### src/dispatch_cfg.svh
`ifndef DISPATCH_CFG_SVH
`define DISPATCH_CFG_SVH

// Lanes renamed and dispatched per cycle
`define DISPATCH_WIDTH 4

// Back-end structure capacities in entries
`define LSQ_SIZE 16
`define ISSUEQ_SIZE 32
`define ACTIVELIST_SIZE 64

// Branch checkpoints in flight
`define CHECKPOINTS 8

// Register file sizes
`define PHYS_REGS 96
`define LOG_REGS 32

// Instruction word fields
`define PC_BITS 32
`define OPCODE_BITS 8

`endif
### src/dispatchPkg.sv
`include "dispatch_cfg.svh"

package dispatchPkg;

  typedef logic [`PC_BITS-1:0] pcT;
  typedef logic [`OPCODE_BITS-1:0] opcodeT;
  typedef logic [$clog2(`LOG_REGS)-1:0] logRegT;            // 5 bits
  typedef logic [$clog2(`PHYS_REGS)-1:0] physRegT;          // 7 bits
  typedef logic [`CHECKPOINTS-1:0] branchMaskT;             // One bit per checkpoint
  typedef logic [$clog2(`CHECKPOINTS)-1:0] checkpointIdT;   // 3 bits
  typedef logic [$clog2(`LSQ_SIZE):0] lsqCntT;              // Holds 0 to LSQ_SIZE
  typedef logic [$clog2(`ISSUEQ_SIZE):0] iqCntT;
  typedef logic [$clog2(`ACTIVELIST_SIZE):0] alCntT;
  typedef logic [`DISPATCH_WIDTH-1:0] laneFlagsT;           // One bit per lane

  // Instruction as it leaves rename
  typedef struct packed {
    pcT           pc;
    opcodeT       opcode;
    logRegT       logDest;
    physRegT      physDest;
    physRegT      oldPhysDest;   // Freed when this one retires
    logic         destValid;
    physRegT      physSrc1;
    physRegT      physSrc2;
    logic         isLoad;
    logic         isStore;
    branchMaskT   branchMask;
    checkpointIdT checkpointId;
  } renamedPktT;

  typedef struct packed {
    pcT           pc;
    opcodeT       opcode;
    physRegT      physDest;
    logic         destValid;
    physRegT      physSrc1;
    physRegT      physSrc2;
    logic         isLoad;
    logic         isStore;
    branchMaskT   branchMask;    // Already cleared of the verified bit
    checkpointIdT checkpointId;
  } iqPktT;

  typedef struct packed {
    logic    isLoad;
    logic    isStore;
    pcT      pc;
    logRegT  logDest;
    physRegT physDest;
    physRegT oldPhysDest;
    logic    destValid;
  } alPktT;

  typedef struct packed {
    branchMaskT branchMask;
    logic       isStore;
    logic       isLoad;
  } lsqPktT;

endpackage

### src/dispatchTop.sv
`include "dispatch_cfg.svh"

module dispatchTop (
  input  logic                                          clk,
  input  logic                                          arstN_i,

  // Rename side
  input  logic                                          renameReady_i,
  input  dispatchPkg::renamedPktT [`DISPATCH_WIDTH-1:0] lanes_i,

  // Branch resolution from execute
  input  logic                                          flagRecoverEX_i,
  input  logic                                          ctrlVerified_i,
  input  dispatchPkg::checkpointIdT                     ctrlVerifiedId_i,

  // Back-end occupancy
  input  dispatchPkg::lsqCntT                           loadQueueCnt_i,
  input  dispatchPkg::lsqCntT                           storeQueueCnt_i,
  input  dispatchPkg::iqCntT                            issueQueueCnt_i,
  input  dispatchPkg::alCntT                            activeListCnt_i,

  output logic                                          backEndReady_o,
  output logic                                          stallFrontEnd_o,
  output dispatchPkg::branchMaskT [`DISPATCH_WIDTH-1:0] updatedBranchMask_o,  // Back to rename regs
  output logic                                          dispatchValid_o,
  output dispatchPkg::iqPktT      [`DISPATCH_WIDTH-1:0] iqPkt_o,
  output dispatchPkg::alPktT      [`DISPATCH_WIDTH-1:0] alPkt_o,
  output dispatchPkg::lsqPktT     [`DISPATCH_WIDTH-1:0] lsqPkt_o
);

  dispatchSpaceCheck spaceCheck (
    .lanes_i         (lanes_i),
    .loadQueueCnt_i  (loadQueueCnt_i),
    .storeQueueCnt_i (storeQueueCnt_i),
    .issueQueueCnt_i (issueQueueCnt_i),
    .activeListCnt_i (activeListCnt_i),
    .stallFrontEnd_o (stallFrontEnd_o)
  );

  branchMaskUpdate maskUpdate (
    .lanes_i          (lanes_i),
    .ctrlVerified_i   (ctrlVerified_i),
    .ctrlVerifiedId_i (ctrlVerifiedId_i),
    .updatedMask_o    (updatedBranchMask_o)
  );

  dispatchLatch latch (
    .clk             (clk),
    .arstN_i         (arstN_i),
    .renameReady_i   (renameReady_i),
    .flagRecoverEX_i (flagRecoverEX_i),
    .stallFrontEnd_i (stallFrontEnd_o),
    .lanes_i         (lanes_i),
    .updatedMask_i   (updatedBranchMask_o),
    .backEndReady_o  (backEndReady_o),
    .dispatchValid_o (dispatchValid_o),
    .iqPkt_o         (iqPkt_o),
    .alPkt_o         (alPkt_o),
    .lsqPkt_o        (lsqPkt_o)
  );

endmodule

### src/dispatchLatch.sv
`include "dispatch_cfg.svh"

module dispatchLatch (
  input  logic                                          clk,
  input  logic                                          arstN_i,
  input  logic                                          renameReady_i,
  input  logic                                          flagRecoverEX_i,
  input  logic                                          stallFrontEnd_i,
  input  dispatchPkg::renamedPktT [`DISPATCH_WIDTH-1:0] lanes_i,
  input  dispatchPkg::branchMaskT [`DISPATCH_WIDTH-1:0] updatedMask_i,
  output logic                                          backEndReady_o,
  output logic                                          dispatchValid_o,
  output dispatchPkg::iqPktT      [`DISPATCH_WIDTH-1:0] iqPkt_o,
  output dispatchPkg::alPktT      [`DISPATCH_WIDTH-1:0] alPkt_o,
  output dispatchPkg::lsqPktT     [`DISPATCH_WIDTH-1:0] lsqPkt_o
);
  import dispatchPkg::*;

  logic                        dispatchGo;
  iqPktT [`DISPATCH_WIDTH-1:0]  iqNext;
  alPktT [`DISPATCH_WIDTH-1:0]  alNext;
  lsqPktT [`DISPATCH_WIDTH-1:0] lsqNext;

  // Rename has a group, room downstream, no flush in progress
  assign dispatchGo     = renameReady_i & ~stallFrontEnd_i & ~flagRecoverEX_i;
  assign backEndReady_o = dispatchGo;

  always_comb begin
    for (int i = 0; i < `DISPATCH_WIDTH; i++) begin
      iqNext[i].pc           = lanes_i[i].pc;
      iqNext[i].opcode       = lanes_i[i].opcode;
      iqNext[i].physDest     = lanes_i[i].physDest;
      iqNext[i].destValid    = lanes_i[i].destValid;
      iqNext[i].physSrc1     = lanes_i[i].physSrc1;
      iqNext[i].physSrc2     = lanes_i[i].physSrc2;
      iqNext[i].isLoad       = lanes_i[i].isLoad;
      iqNext[i].isStore      = lanes_i[i].isStore;
      iqNext[i].branchMask   = updatedMask_i[i];     // Not the raw rename mask
      iqNext[i].checkpointId = lanes_i[i].checkpointId;

      alNext[i].isLoad       = lanes_i[i].isLoad;
      alNext[i].isStore      = lanes_i[i].isStore;
      alNext[i].pc           = lanes_i[i].pc;
      alNext[i].logDest      = lanes_i[i].logDest;
      alNext[i].physDest     = lanes_i[i].physDest;
      alNext[i].oldPhysDest  = lanes_i[i].oldPhysDest;
      alNext[i].destValid    = lanes_i[i].destValid;

      lsqNext[i].branchMask  = updatedMask_i[i];
      lsqNext[i].isStore     = lanes_i[i].isStore;
      lsqNext[i].isLoad      = lanes_i[i].isLoad;
    end
  end

  // Valid is a one-cycle strobe per captured group
  always_ff @(posedge clk or negedge arstN_i) begin
    if (!arstN_i) begin
      dispatchValid_o <= 1'b0;
    end else begin
      dispatchValid_o <= dispatchGo;
    end
  end

  // Packets hold until the next capture
  always_ff @(posedge clk or negedge arstN_i) begin
    if (!arstN_i) begin
      iqPkt_o  <= '0;
      alPkt_o  <= '0;
      lsqPkt_o <= '0;
    end else if (dispatchGo) begin
      iqPkt_o  <= iqNext;
      alPkt_o  <= alNext;
      lsqPkt_o <= lsqNext;
    end
  end

endmodule

### src/branchMaskUpdate.sv
`include "dispatch_cfg.svh"

module branchMaskUpdate (
  input  dispatchPkg::renamedPktT [`DISPATCH_WIDTH-1:0] lanes_i,
  input  logic                                          ctrlVerified_i,
  input  dispatchPkg::checkpointIdT                     ctrlVerifiedId_i,
  output dispatchPkg::branchMaskT [`DISPATCH_WIDTH-1:0] updatedMask_o
);
  import dispatchPkg::*;

  branchMaskT clearVec;

  // One-hot of the checkpoint that just resolved correctly
  always_comb begin
    clearVec = '0;
    if (ctrlVerified_i) begin
      clearVec[ctrlVerifiedId_i] = 1'b1;
    end
  end

  // Same clear applies to every lane in the group
  always_comb begin
    for (int i = 0; i < `DISPATCH_WIDTH; i++) begin
      updatedMask_o[i] = lanes_i[i].branchMask & ~clearVec;
    end
  end

endmodule

### src/dispatchSpaceCheck.sv
`include "dispatch_cfg.svh"

module dispatchSpaceCheck (
  input  dispatchPkg::renamedPktT [`DISPATCH_WIDTH-1:0] lanes_i,
  input  dispatchPkg::lsqCntT                           loadQueueCnt_i,
  input  dispatchPkg::lsqCntT                           storeQueueCnt_i,
  input  dispatchPkg::iqCntT                            issueQueueCnt_i,
  input  dispatchPkg::alCntT                            activeListCnt_i,
  output logic                                          stallFrontEnd_o
);
  import dispatchPkg::*;

  // One extra bit so the sums never wrap
  typedef logic [$clog2(`DISPATCH_WIDTH):0] laneCntT;
  typedef logic [$bits(lsqCntT):0] lsqSumT;
  typedef logic [$bits(iqCntT):0] iqSumT;
  typedef logic [$bits(alCntT):0] alSumT;

  laneFlagsT loadBits;
  laneFlagsT storeBits;
  laneCntT   loadCnt;
  laneCntT   storeCnt;
  lsqSumT    loadSum;
  lsqSumT    storeSum;
  iqSumT     iqSum;
  alSumT     alSum;
  logic      loadFull;
  logic      storeFull;
  logic      iqFull;
  logic      alFull;

  always_comb begin
    loadCnt  = '0;
    storeCnt = '0;
    for (int i = 0; i < `DISPATCH_WIDTH; i++) begin
      loadBits[i]  = lanes_i[i].isLoad;
      storeBits[i] = lanes_i[i].isStore;   // Each lane's own store bit
      loadCnt      = loadCnt + laneCntT'(loadBits[i]);
      storeCnt     = storeCnt + laneCntT'(storeBits[i]);
    end
  end

  assign loadSum  = lsqSumT'(loadQueueCnt_i) + lsqSumT'(loadCnt);
  assign storeSum = lsqSumT'(storeQueueCnt_i) + lsqSumT'(storeCnt);
  assign iqSum    = iqSumT'(issueQueueCnt_i) + iqSumT'(`DISPATCH_WIDTH);
  assign alSum    = alSumT'(activeListCnt_i) + alSumT'(`DISPATCH_WIDTH);

  // Whole group must fit or nothing goes
  assign loadFull  = loadSum > lsqSumT'(`LSQ_SIZE);
  assign storeFull = storeSum > lsqSumT'(`LSQ_SIZE);
  assign iqFull    = iqSum > iqSumT'(`ISSUEQ_SIZE);
  assign alFull    = alSum > alSumT'(`ACTIVELIST_SIZE);

  assign stallFrontEnd_o = loadFull | storeFull | iqFull | alFull;

endmodule

### config.mk
export PLATFORM = sky130hd
export DESIGN_NAME = dispatchTop
export DESIGN_NICKNAME = d
export VERILOG_FILES = /design/src/dispatchPkg.sv /design/src/dispatchTop.sv /design/src/dispatchLatch.sv /design/src/branchMaskUpdate.sv /design/src/dispatchSpaceCheck.sv
export VERILOG_INCLUDE_DIRS = /design/src
export SDC_FILE = /design/constraint.sdc
export NUM_CORES = 1
export LEC_CHECK = 0
export ABC_AREA = 1
export BUFFER_PORTS_ARGS = -buffer_cell sky130_fd_sc_hd__buf_4
export CAP_MARGIN = 20
export CORE_AREA = 3 3 377 379
export DETAILED_ROUTE_END_ITERATION = 10
export DIE_AREA = 0 0 380 382
export PLACE_DENSITY_LB_ADDON = 0.05
export SLEW_MARGIN = 20
export SYNTH_ARGS = -nofsm -noshare
export SYNTH_HDL_FRONTEND = slang
export SYNTH_SLANG_ARGS = --single-unit
### constraint.sdc
create_clock -name clk -period 3.35 [get_ports clk]
set_input_delay 0.335 -clock clk [delete_from_list [all_inputs] [get_ports clk]]
set_output_delay 0.335 -clock clk [all_outputs]
set_load 0.02 [all_outputs]
* Yosys cells after proc, flatten, opt, wreduce, memory -nomap -nowiden
Cells that the tools add are included.
Cells by class: add/sub/neg operators 10, magnitude comparators 6, multiplexer cells 3, bitwise operators 12, reductions and logical operators 1
Operator list (count):
- $and 8x8->8 | 4
- $add 3x1->3 | 4
- $add 5x3->6 | 2
- $gt 6x5->1 const B | 2
- $add 7x3->8 const B | 1
- $gt 8x7->1 const B | 1
- $mux 8 | 1
- $not 8->8 | 1
- $add 6x3->7 const B | 1
- $gt 7x6->1 const B | 1
- $add 1x1->2 | 2
- $lt 3x4->1 const B | 1
- $demux 1 s3 | 1
- $ge 3x1->1 const B | 1
- $or 1x1->1 | 3
- $and 1x1->1 | 2
- $not 1->1 | 2
- $logic_and 1x1->1 | 1
- $mux 1 | 1
Storage, ports and cells: register bits after elaboration 349, bits of input ports 379, output and inout bits 591, logic and storage cells 81

* Longest topological paths before layout
Gate-level depths: netlist of run 1.
word-level depth 11, gate-level depth with buffers 20, depth with buffers taken out 18

* Modules after synthesis
From an unflattened synthesis of run 1, not the netlist that was laid out.
Second synthesis, totals: cell total of the unflattened synthesis 1907, area total of the unflattened synthesis 16620.9 um^2
By module, submodules not included:
- dispatchLatch | instances 1, cells each 1758, area each 15905.3 um^2, seq. area each 8733.4 um^2
- dispatchSpaceCheck | instances 1, cells each 68, area each 411.6 um^2, seq. area each 0.0 um^2
- branchMaskUpdate | instances 1, cells each 81, area each 304.0 um^2, seq. area each 0.0 um^2

* Worst setup path before layout of run 1
Ideal clock, no wire load.
path type input-to-output, start input lanes_i[11] (netlist name), end output backEndReady_o, arrival time 2826 ps, data required time 3015 ps, path slack 189 ps, stages 15, path buffers 2, cells stage by stage ha_1 > inv_1 > fa_1 > inv_1 > ha_1 > inv_1 > fa_1 > nand2_1 > a21oi_1 > nand3_1 > nand2_2 > nand4_2 > buf_2 > buf_4 > inv_1
Between the ends: word-level cells in the longest chain between the ends 11
Ends and longest elaborated chain:
- start, declared | RTL line dispatchTop.sv:9 | input dispatchPkg::renamedPktT [`DISPATCH_WIDTH-1:0] lanes_i,
- $add 1x1->2 | RTL line dispatchSpaceCheck.sv:39 | storeCnt = storeCnt + laneCntT'(storeBits[i]);
- $add 3x1->3 (2 in a row) | RTL line dispatchSpaceCheck.sv:39
- $add 5x3->6 | RTL line dispatchSpaceCheck.sv:44 | assign storeSum = lsqSumT'(storeQueueCnt_i) + lsqSumT'(storeCnt);
- $gt 6x5->1 | RTL line dispatchSpaceCheck.sv:50 | assign storeFull = storeSum > lsqSumT'(`LSQ_SIZE);
- $or 1x1->1 (3 in a row) | RTL line dispatchSpaceCheck.sv:54 | assign stallFrontEnd_o = loadFull | storeFull | iqFull | alFull;
- $not 1->1 | RTL line dispatchLatch.sv:25 | assign dispatchGo = renameReady_i & ~stallFrontEnd_i & ~flagRecoverEX_i;
- $and 1x1->1 (2 in a row) | RTL line dispatchLatch.sv:25
- end, declared | RTL line dispatchTop.sv:22 | output logic backEndReady_o,
No other way between the ends.

* Final worst setup path of run 1
Same ends and word-level chain as after synthesis.

==> results.txt, run 1 <==
min Tclk post-route -> 3.22 ns
CP bufs+invs -> 7
Final setup viols -> 0
antenna-violating nets left -> 0
row count -> 137
Avg WL per Cell -> 21.4 um
dpl ws -> -0.211 ns
Synth Warn # -> 0
H-Tree Depth -> 2
io pins -> 970
critical path startpoint -> lanes_i[11]
crit path max-delay cell type -> fa_2
detailed-route via count -> 18000
Num CTS Buffers -> 52
grt ovf -> 0
reg2reg start -> latch.iqPkt_o[153]
Adder-Cell Fraction of Synth Area -> 0.0121
Critical Path AT -> 2.88 ns
sequential element share of the synthesized area -> 0.513
clk buf depth -> 3
post-synthesis mux area share -> 0
worst rel slew slack -> 0.425
final period utilization -> 0.960
synthesized flop and latch total -> 349
most common cell after layout, fill and taps aside -> buf_4
Min-Delay Startpoint -> lanes_i[208]
Max IR drop VDD -> 0.407 mV
CTS Root Cell -> clkbuf_16
number of DRC markers in iteration 0 -> 743
Die ar. -> 145000 um^2
simple-gate area share of the yosys netlist -> 0.308
HPWL after DPL -> 82000 um
vias per inst -> 3.63
first-pass GRT wire length -> 149000 um
complex-gate fraction of the synthesized area -> 0.000882
Final Max Slew Viols -> 0
global routing's busiest layer -> met2
crit-path cells -> buf_4 -> ha_4 -> inv_2 -> fa_1 -> inv_2 -> ha_4 -> inv_1 -> fa_2 -> nand2_1 -> a21oi_2 -> nand3_2 -> nand2_8 -> nand4_4 -> buf_12 -> inv_4 -> buf_6
Die H -> 382 um
status -> complete, no violations
P_leak -> 15.9 nW
met1 global-route usage -> 0.166
DR pass1 iterations -> 7
post-synthesis cell count -> 1951
pin slew with the least headroom to its limit -> 0.862 ns
Multi-input gate area -> 5590 um^2
CP endpoint kind -> primary output
CP delay by family, top -> adder cells
maxcap violations -> 0
number of global-route vias before repair -> 19300
largest net degree at the start of global routing -> 88
Startpoint Class -> input pin
Yosys cell types -> 20
final core utilization -> 0.219
CP Max Fanout -> 4
clock sink count -> 349
Fmax -> 311 MHz
most frequent cells in the layout -> 1044 x buf_4, 738 x nand2_1, 349 x dfrtp_1
area growth from synthesis to layout -> 79.1%
Port Buf Inserts -> 969
GP Congestion -> 0.758
clk_skew -> 0 ns
Post-Synth XOR/XNOR Area -> 0
setup slack after layout -> 0.135 ns
ratio of cells with drive above 1 in the final layout -> 0.388
GRT Overall Usage -> 0.141
final hold violations -> 0
GR Util met3 -> 0.0405
clk slew on worst S/H paths -> 0.06 ns
unrepaired setup endpoints after global routing -> false
CTS tree -> yes
post-synthesis instance area -> 17000 um^2
Synth Area per Inst -> 8.73 um^2
nets -> 3440
max incr delay on CP -> 0.51 ns
register area -> 8730 um^2
CP required -> 3.01 ns
clock latency at the later pin of the worst-skew pair -> 0.61 ns
antenna violations before repair -> 17
drc violations -> 0
Worst Hold Class -> in -> reg
core region area -> 139000 um^2
die width -> 380 um
largest family of logic cells by synthesized area -> simple AND/OR/NAND/NOR gates
DRT Wirelength -> 106000 um
syn nets -> 2344
GR met2 Demand/Resource -> 0.249
Power Density -> 710 nW/um^2
Initial Utilization -> 0.122
Fill cells -> 15500
crit path kind -> in -> out
## cell families (layout without fill, tap and decap cells)
| kind of cell | Yosys count | in the layout |
|---|---|---|
| AO/OA/AOI/OAI | 3 | 3 |
| other | 0 | 10 |
| flip-flops | 349 | 349 |
| AND/OR/NAND/NOR | 1152 | 1152 |
| buffers and inverters | 433 | 1567 |
| adder cells (fa/ha/maj) | 14 | 14 |
## final timing paths
| check | end | slack (ns) | cells after the start |
|---|---|---|---|
| setup / recovery | backEndReady_o | 0.13 | 16 |
| hold / removal | latch.alPkt_o[115] | 0.05 | 3 |
| setup reg to reg | latch.iqPkt_o[153] | 2.41 | 2 |
| hold reg to reg | latch.iqPkt_o[176] | 0.48 | 2 |
| max in group asynchronous | latch.iqPkt_o[276] | 2.04 | 3 |
| min in group asynchronous | latch.iqPkt_o[205] | 0.35 | 2 |
## sequential cells by signal, summed over array words and instances (netlist names)
| name | count |
|---|---|
| latch.iqPkt_o | 268 |
| latch.alPkt_o | 80 |
| latch.dispatchValid_o | 1 |
## routing by layer
metal / up-vias / part of all wire
li1: 8484 / -
met1: 8804 / 0.40
met2: 632 / 0.51
met3: 95 / 0.068
met4: 6 / 0.021
met5: - / 0.00039
## worst reg2reg max path, delay by kind of cell (launching register included)
kind	cells	cell delay, ns
AND/OR/NAND/NOR	2	0.19
flip-flops	1	0.69
## power breakdown
group	total [mW]	leakage [nW]	switching (mW)	internal (mW)
clock	5.49	0.814	2.23	3.26
combinational	9.31	10.6	5.41	3.89
sequential	6.85	4.56	1.34	5.51
total	21.6	15.9	8.99	12.7
## synthesized netlist by cell type
| cell | number | area [um^2] |
|---|---|---|
| inv_2 | 4 | 15.0 |
| nand2_2 | 1 | 6.26 |
| nand2_1 | 740 | 2780 |
| buf_2 | 58 | 290 |
| nand4_1 | 348 | 2180 |
| nor2_8 | 1 | 20.0 |
| dfrtp_1 | 349 | 8730 |
| nor2_1 | 45 | 169 |
| clkbuf_1 | 47 | 176 |
| nand3_1 | 11 | 55.1 |
| fa_1 | 4 | 80.1 |
| nand4_2 | 1 | 12.5 |
| inv_1 | 69 | 259 |
| or2_0 | 1 | 6.26 |
| nand3b_1 | 3 | 22.5 |
| buf_6 | 44 | 495 |
| ha_1 | 10 | 125 |
| a21oi_1 | 3 | 15.0 |
| nor3_1 | 1 | 5.00 |
| buf_4 | 211 | 1580 |
## area by class of cell
type	count	share of cell area
repair buffers	1402	0.389
inverters	73	0.00915
diodes	10	0.000821
clock buffers	77	0.0497
flip-flops and latches	349	0.286
multi-input cells	1169	0.183
well taps	1876	0.0770
clock inverters	15	0.00496
## through the flow
stage	power (mW)	setup TNS, ns	hold WS (ns)	cell area [um^2]	std cells
floorplan	11.7	0	0.0394	17000	1951
global placement	16.1	-72.96	0.459	25500	4552
detailed placement	16.1	-41.97	0.450	25600	4552
CTS	22.2	0	0.000393	30400	4961
global route	23.0	0	0.0229	30500	4968
finish	21.6	0	0.0548	30500	4971
## repair_timing
item,in CTS,in global routing
hold buffers,312,0
cloned,0,0
gates resized for setup,9,14
endpoints found under the hold margin,371,0
endpoints found under the setup margin,2,2
setup buffers,5,0
pin swaps,4,6
No activity file was read; power rests on OpenSTA's default activity.
==> run 2, diff against run 1 <==
==> constraint.sdc (replaced) <==
create_clock -name clk -period 3.35 [get_ports clk]
set_input_delay 0.67 -clock clk [delete_from_list [all_inputs] [get_ports clk]]
set_output_delay 0.67 -clock clk [all_outputs]
set_load 0.02 [all_outputs]
==> results.txt, run 2 (synthesized netlist as in run 1, its figures left out) <==
status -> complete, but fails checks
failing checks -> setup timing
detailed-route via count -> 16600
power share of the clock group -> 0.260
Worst Hold Class -> in -> async
first-pass GRT wire length -> 140000 um
drc violations -> 0
CP endpoint kind -> primary output
crit path kind -> in -> out
max FFs per register -> 268
Final setup viols -> 2
GP Congestion -> 0.756
Die H -> 382 um
antenna violations before repair -> 25
GRT Overall Usage -> 0.133
Seq pwr share -> 0.322
Avg WL per Cell -> 22.0 um
Startpoint Class -> input pin
Fill cells -> 15700
Sw Pwr -> 8.72 mW
number of global-route vias before repair -> 17300
Placed Instances -> 4516
area growth from synthesis to layout -> 58.4%
post-route cell area -> 27000 um^2
core region area -> 139000 um^2
io pins -> 970
CTS tree -> yes
unrepaired setup endpoints after global routing -> true
most frequent cells in the layout -> 1020 x buf_4, 734 x nand2_1, 349 x dfrtp_1
clock latency at the later pin of the worst-skew pair -> 0.62 ns
grt ovf -> 0
largest register by flop count -> latch.iqPkt_o
clk buf depth -> 3
maxcap violations -> 0
CP required -> 2.68 ns
Final Non-Filler Cells -> 4628
Num CTS Buffers -> 52
Power Density -> 782 nW/um^2
register area -> 8730 um^2
number of DRC markers in iteration 0 -> 815
Fmax -> 268 MHz
antenna-violating nets left -> 0
final period utilization -> 1.11
P_leak -> 14.4 nW
min Tclk post-route -> 3.73 ns
Port Buf Inserts -> 969
max incr delay on CP -> 0.52 ns
Final Max Slew Viols -> 0
final hold violations -> 0
Critical Path AT -> 3.06 ns
worst rel slew slack -> 0.429
row count -> 137
Logic pwr share -> 0.419
clock sink count -> 349
most common cell after layout, fill and taps aside -> buf_4
crit path max-delay cell type -> fa_2
largest net degree at the start of global routing -> 140
vias per inst -> 3.59
Top Registers -> latch.iqPkt_o (268), latch.alPkt_o (80), latch.dispatchValid_o (1)
crit-path cells -> buf_8 -> ha_4 -> inv_2 -> fa_1 -> inv_1 -> ha_2 -> inv_2 -> fa_2 -> nand2_2 -> a21oi_2 -> nand3_2 -> nand2_8 -> nand4_4 -> clkinv_4 -> buf_8
CTS Root Cell -> clkbuf_16
Die ar. -> 145000 um^2
clk_skew -> 0 ns
CP Max Fanout -> 3
fraction of power spent switching nets -> 0.413
die width -> 380 um
pin slew with the least headroom to its limit -> 0.857 ns
DRT Wirelength -> 102000 um
ratio of cells with drive above 1 in the final layout -> 0.424
HPWL after DPL -> 76100 um
final core utilization -> 0.194
Max IR drop VDD -> 0.345 mV
Internal -> 12.4 mW
nets -> 3091
clk slew on worst S/H paths -> 0.05 ns
H-Tree Depth -> 2
Initial Utilization -> 0.122
setup slack after layout -> -0.384 ns
DR pass1 iterations -> 5
WHS -> 0.0715 ns
Multi-input gate area -> 5610 um^2
Cell Area, Placed -> 25100 um^2
run 2: timing repair:
| item | CTS | global route |
|---|---|---|
| cloned | 0 | 2 |
| endpoints found under the setup margin | 2 | 223 |
| pin swaps | 12 | 12 |
| hold buffers | 0 | 0 |
| gates resized for setup | 20 | 13 |
| setup buffers | 2 | 0 |
run 2: worst max-delay path, delay by kind of cell:
family	cells	cell delay [ns]
simple gates	4	0.42
fa+ha+maj	4	1.39
buf+inv	6	0.45
compound gates	1	0.12
run 2: worst paths after layout:
path / start / end / slack, ns / cells after the start
max in group asynchronous: arstN_i / latch.iqPkt_o[280] / 2.30 / 3
worst max register to register: latch.iqPkt_o[157] / latch.iqPkt_o[157] / 2.51 / 2
min in group clk: lanes_i[26] / latch.iqPkt_o[26] / 0.29 / 3
worst min-delay path: arstN_i / latch.alPkt_o[181] / 0.07 / 1
worst max-delay path: lanes_i[11] / backEndReady_o / -0.38 / 15
worst min register to register: latch.iqPkt_o[250] / latch.iqPkt_o[250] / 0.48 / 2
run 2: area by class of cell:
| type | instances | share of cell area |
|---|---|---|
| sequential | 349 | 0.324 |
| inverter | 73 | 0.0103 |
| clock buffer | 86 | 0.0586 |
| clock inverter | 9 | 0.00316 |
| multi-input combinational | 1169 | 0.208 |
| timing repair buffer | 1053 | 0.308 |
| tap | 1876 | 0.0870 |
| antenna | 13 | 0.00121 |
run 2: through the flow:
stage / setup TNS [ns] / setup WS, ns / power, mW
3_5_place_dp: -182.56 / -0.656 / 15.9
2_1_floorplan: -0.594 / -0.325 / 11.7
6_report: -0.748 / -0.384 / 21.1
4_1_cts: -0.897 / -0.477 / 21.7
5_1_grt: -0.936 / -0.470 / 22.4
3_3_place_gp: -195.78 / -0.707 / 15.9
run 2: power groups by stage:
stage | combinational [mW] | clock (mW) | sequential (mW)
2_1_floorplan | 3.67 | 0 | 7.99
3_3_place_gp | 9.04 | 0 | 6.86
3_5_place_dp | 8.98 | 0 | 6.88
4_1_cts | 9.00 | 5.81 | 6.85
5_1_grt | 9.45 | 5.93 | 6.99
6_report | 8.84 | 5.47 | 6.78
run 2: metal layers:
layer / part of all wire / vias up / global-route usage
met5: 0.00087 / - / 0
met2: 0.51 / 601 / 0.237
met4: 0.020 / 14 / 0.0348
met1: 0.39 / 8137 / 0.152
li1: - / 7770 / -
met3: 0.082 / 106 / 0.0467
==> run 3, diff against run 2 <==
Settings changed: TNS_END_PERCENT set to 5.
==> results.txt, run 3 (synthesized netlist as in run 1, its figures left out) <==
detailed-route via count -> 16700
die width -> 380 um
Worst Hold Class -> in -> async
H-Tree Depth -> 2
power share of the clock group -> 0.257
clk buf depth -> 3
number of global-route vias before repair -> 17700
Startpoint Class -> input pin
Logic pwr share -> 0.421
clk slew on worst S/H paths -> 0.06 ns
Power Density -> 778 nW/um^2
crit path kind -> in -> out
row count -> 137
CP bufs+invs -> 6
status -> complete, but fails checks
Initial Utilization -> 0.122
Avg WL per Cell -> 22.1 um
vias per inst -> 3.60
core region area -> 139000 um^2
Fmax -> 269 MHz
clk_skew -> 0 ns
maxcap violations -> 0
Final setup viols -> 2
Die ar. -> 145000 um^2
WHS -> 0.0218 ns
hold_buf cts -> 0
DRT Wirelength -> 103000 um
min Tclk post-route -> 3.71 ns
Final TNS setup -> -0.703 ns
HPWL after DPL -> 78100 um
clock latency at the later pin of the worst-skew pair -> 0.61 ns
most frequent cells in the layout -> 1031 x buf_4, 734 x nand2_1, 349 x dfrtp_1
Final Non-Filler Cells -> 4642
final hold violations -> 0
most frequent CP cell -> inv_2
area growth from synthesis to layout -> 59.5%
first-pass GRT wire length -> 143000 um
final period utilization -> 1.11
dpl ws -> -0.639 ns
Seq pwr share -> 0.322
Critical Path AT -> 3.04 ns
grt ovf -> 0
max FFs per register -> 268
unrepaired setup endpoints after global routing -> true
nets -> 3109
fraction of power spent switching nets -> 0.412
GRT Overall Usage -> 0.135
Sw Pwr -> 8.71 mW
CP delay by family, top -> adder cells
pin slew with the least headroom to its limit -> 0.810 ns
Internal -> 12.4 mW
number of DRC markers in iteration 0 -> 725
ratio of cells with drive above 1 in the final layout -> 0.429
CP required -> 2.68 ns
CP Max Fanout -> 3
Port Buf Inserts -> 969
failing checks -> setup timing
Num CTS Buffers -> 52
antenna-violating nets left -> 0
crit-path cells -> buf_4 -> ha_4 -> inv_2 -> fa_1 -> inv_1 -> ha_2 -> inv_2 -> fa_2 -> nand2_1 -> a21oi_2 -> nand3_2 -> nand2_8 -> nand4_4 -> clkinv_4 -> buf_6
GP Congestion -> 0.745
Max IR drop VDD -> 0.352 mV
setup slack after layout -> -0.361 ns
clock sink count -> 349
Die H -> 382 um
CTS Root Cell -> clkbuf_16
most common cell after layout, fill and taps aside -> buf_4
largest net degree at the start of global routing -> 89
drc violations -> 0
DR pass1 iterations -> 5
largest register by flop count -> latch.iqPkt_o
Top Registers -> latch.iqPkt_o (268), latch.alPkt_o (80), latch.dispatchValid_o (1)
crit path max-delay cell type -> fa_2
worst rel slew slack -> 0.460
Placed Instances -> 4531
antenna violations before repair -> 19
P_leak -> 14.5 nW
io pins -> 970
Final Max Slew Viols -> 0
CP endpoint kind -> primary output
CTS tree -> yes
max incr delay on CP -> 0.51 ns
-- run 3: routing by layer --
layer / vias to the layer above / track usage / share of wire
met4: 8 / 0.0364 / 0.020
met1: 8149 / 0.151 / 0.39
li1: 7823 / - / -
met2: 621 / 0.242 / 0.51
met5: - / 0 / 0.00066
met3: 88 / 0.0471 / 0.080
-- run 3: final cells by class --
cell class | count | area (um^2)
Fill cell | 15600 | 112000
Clock inverter | 13 | 126
Timing Repair Buffer | 1071 | 8520
Multi-Input combinational cell | 1169 | 5580
Tap cell | 1876 | 2350
Inverter | 73 | 282
Clock buffer | 78 | 1530
Sequential cell | 349 | 8730
Antenna cell | 13 | 32.5
-- run 3: final timing paths --
check	from	depth (start not counted)	slack [ns]	end
max	lanes_i[11]	15	-0.36	backEndReady_o
min	arstN_i	1	0.02	latch.iqPkt_o[126]
max reg2reg	latch.iqPkt_o[79]	2	2.55	latch.iqPkt_o[79]
min reg2reg	latch.iqPkt_o[96]	2	0.47	latch.iqPkt_o[96]
max in group asynchronous	arstN_i	2	2.34	latch.iqPkt_o[8]
min in group clk	lanes_i[316]	3	0.30	latch.iqPkt_o[268]
-- run 3: repair_timing --
item	in CTS	in global routing
setup buffers	3	2
gates cloned	0	2
setup endpoints to repair	2	282
pin swaps	11	12
gates resized for setup	14	25
-- run 3: worst register-to-register path: cells and delay by family, from the launching register on --
family           cells  cell delay [ns]
and+or+nand+nor      2             0.18
DFF                  1             0.52
-- run 3: power groups by stage --
stage | Clock (mW) | Combinational (mW) | Sequential (mW)
2_1_floorplan | 0 | 3.67 | 7.99
3_3_place_gp | 0 | 9.12 | 6.89
3_5_place_dp | 0 | 9.04 | 6.91
4_1_cts | 5.76 | 9.06 | 6.88
5_1_grt | 5.87 | 9.54 | 7.01
6_report | 5.43 | 8.90 | 6.80
-- run 3: metrics by stage --
step | area, um^2 | total power [mW] | util
floorplan | 17100 | 11.7 | -
global placement | 25200 | 16.0 | 0.181
detailed placement | 25200 | 15.9 | 0.181
CTS | 27000 | 21.7 | 0.194
global route | 27100 | 22.4 | 0.195
finish | 27200 | 21.1 | 0.195
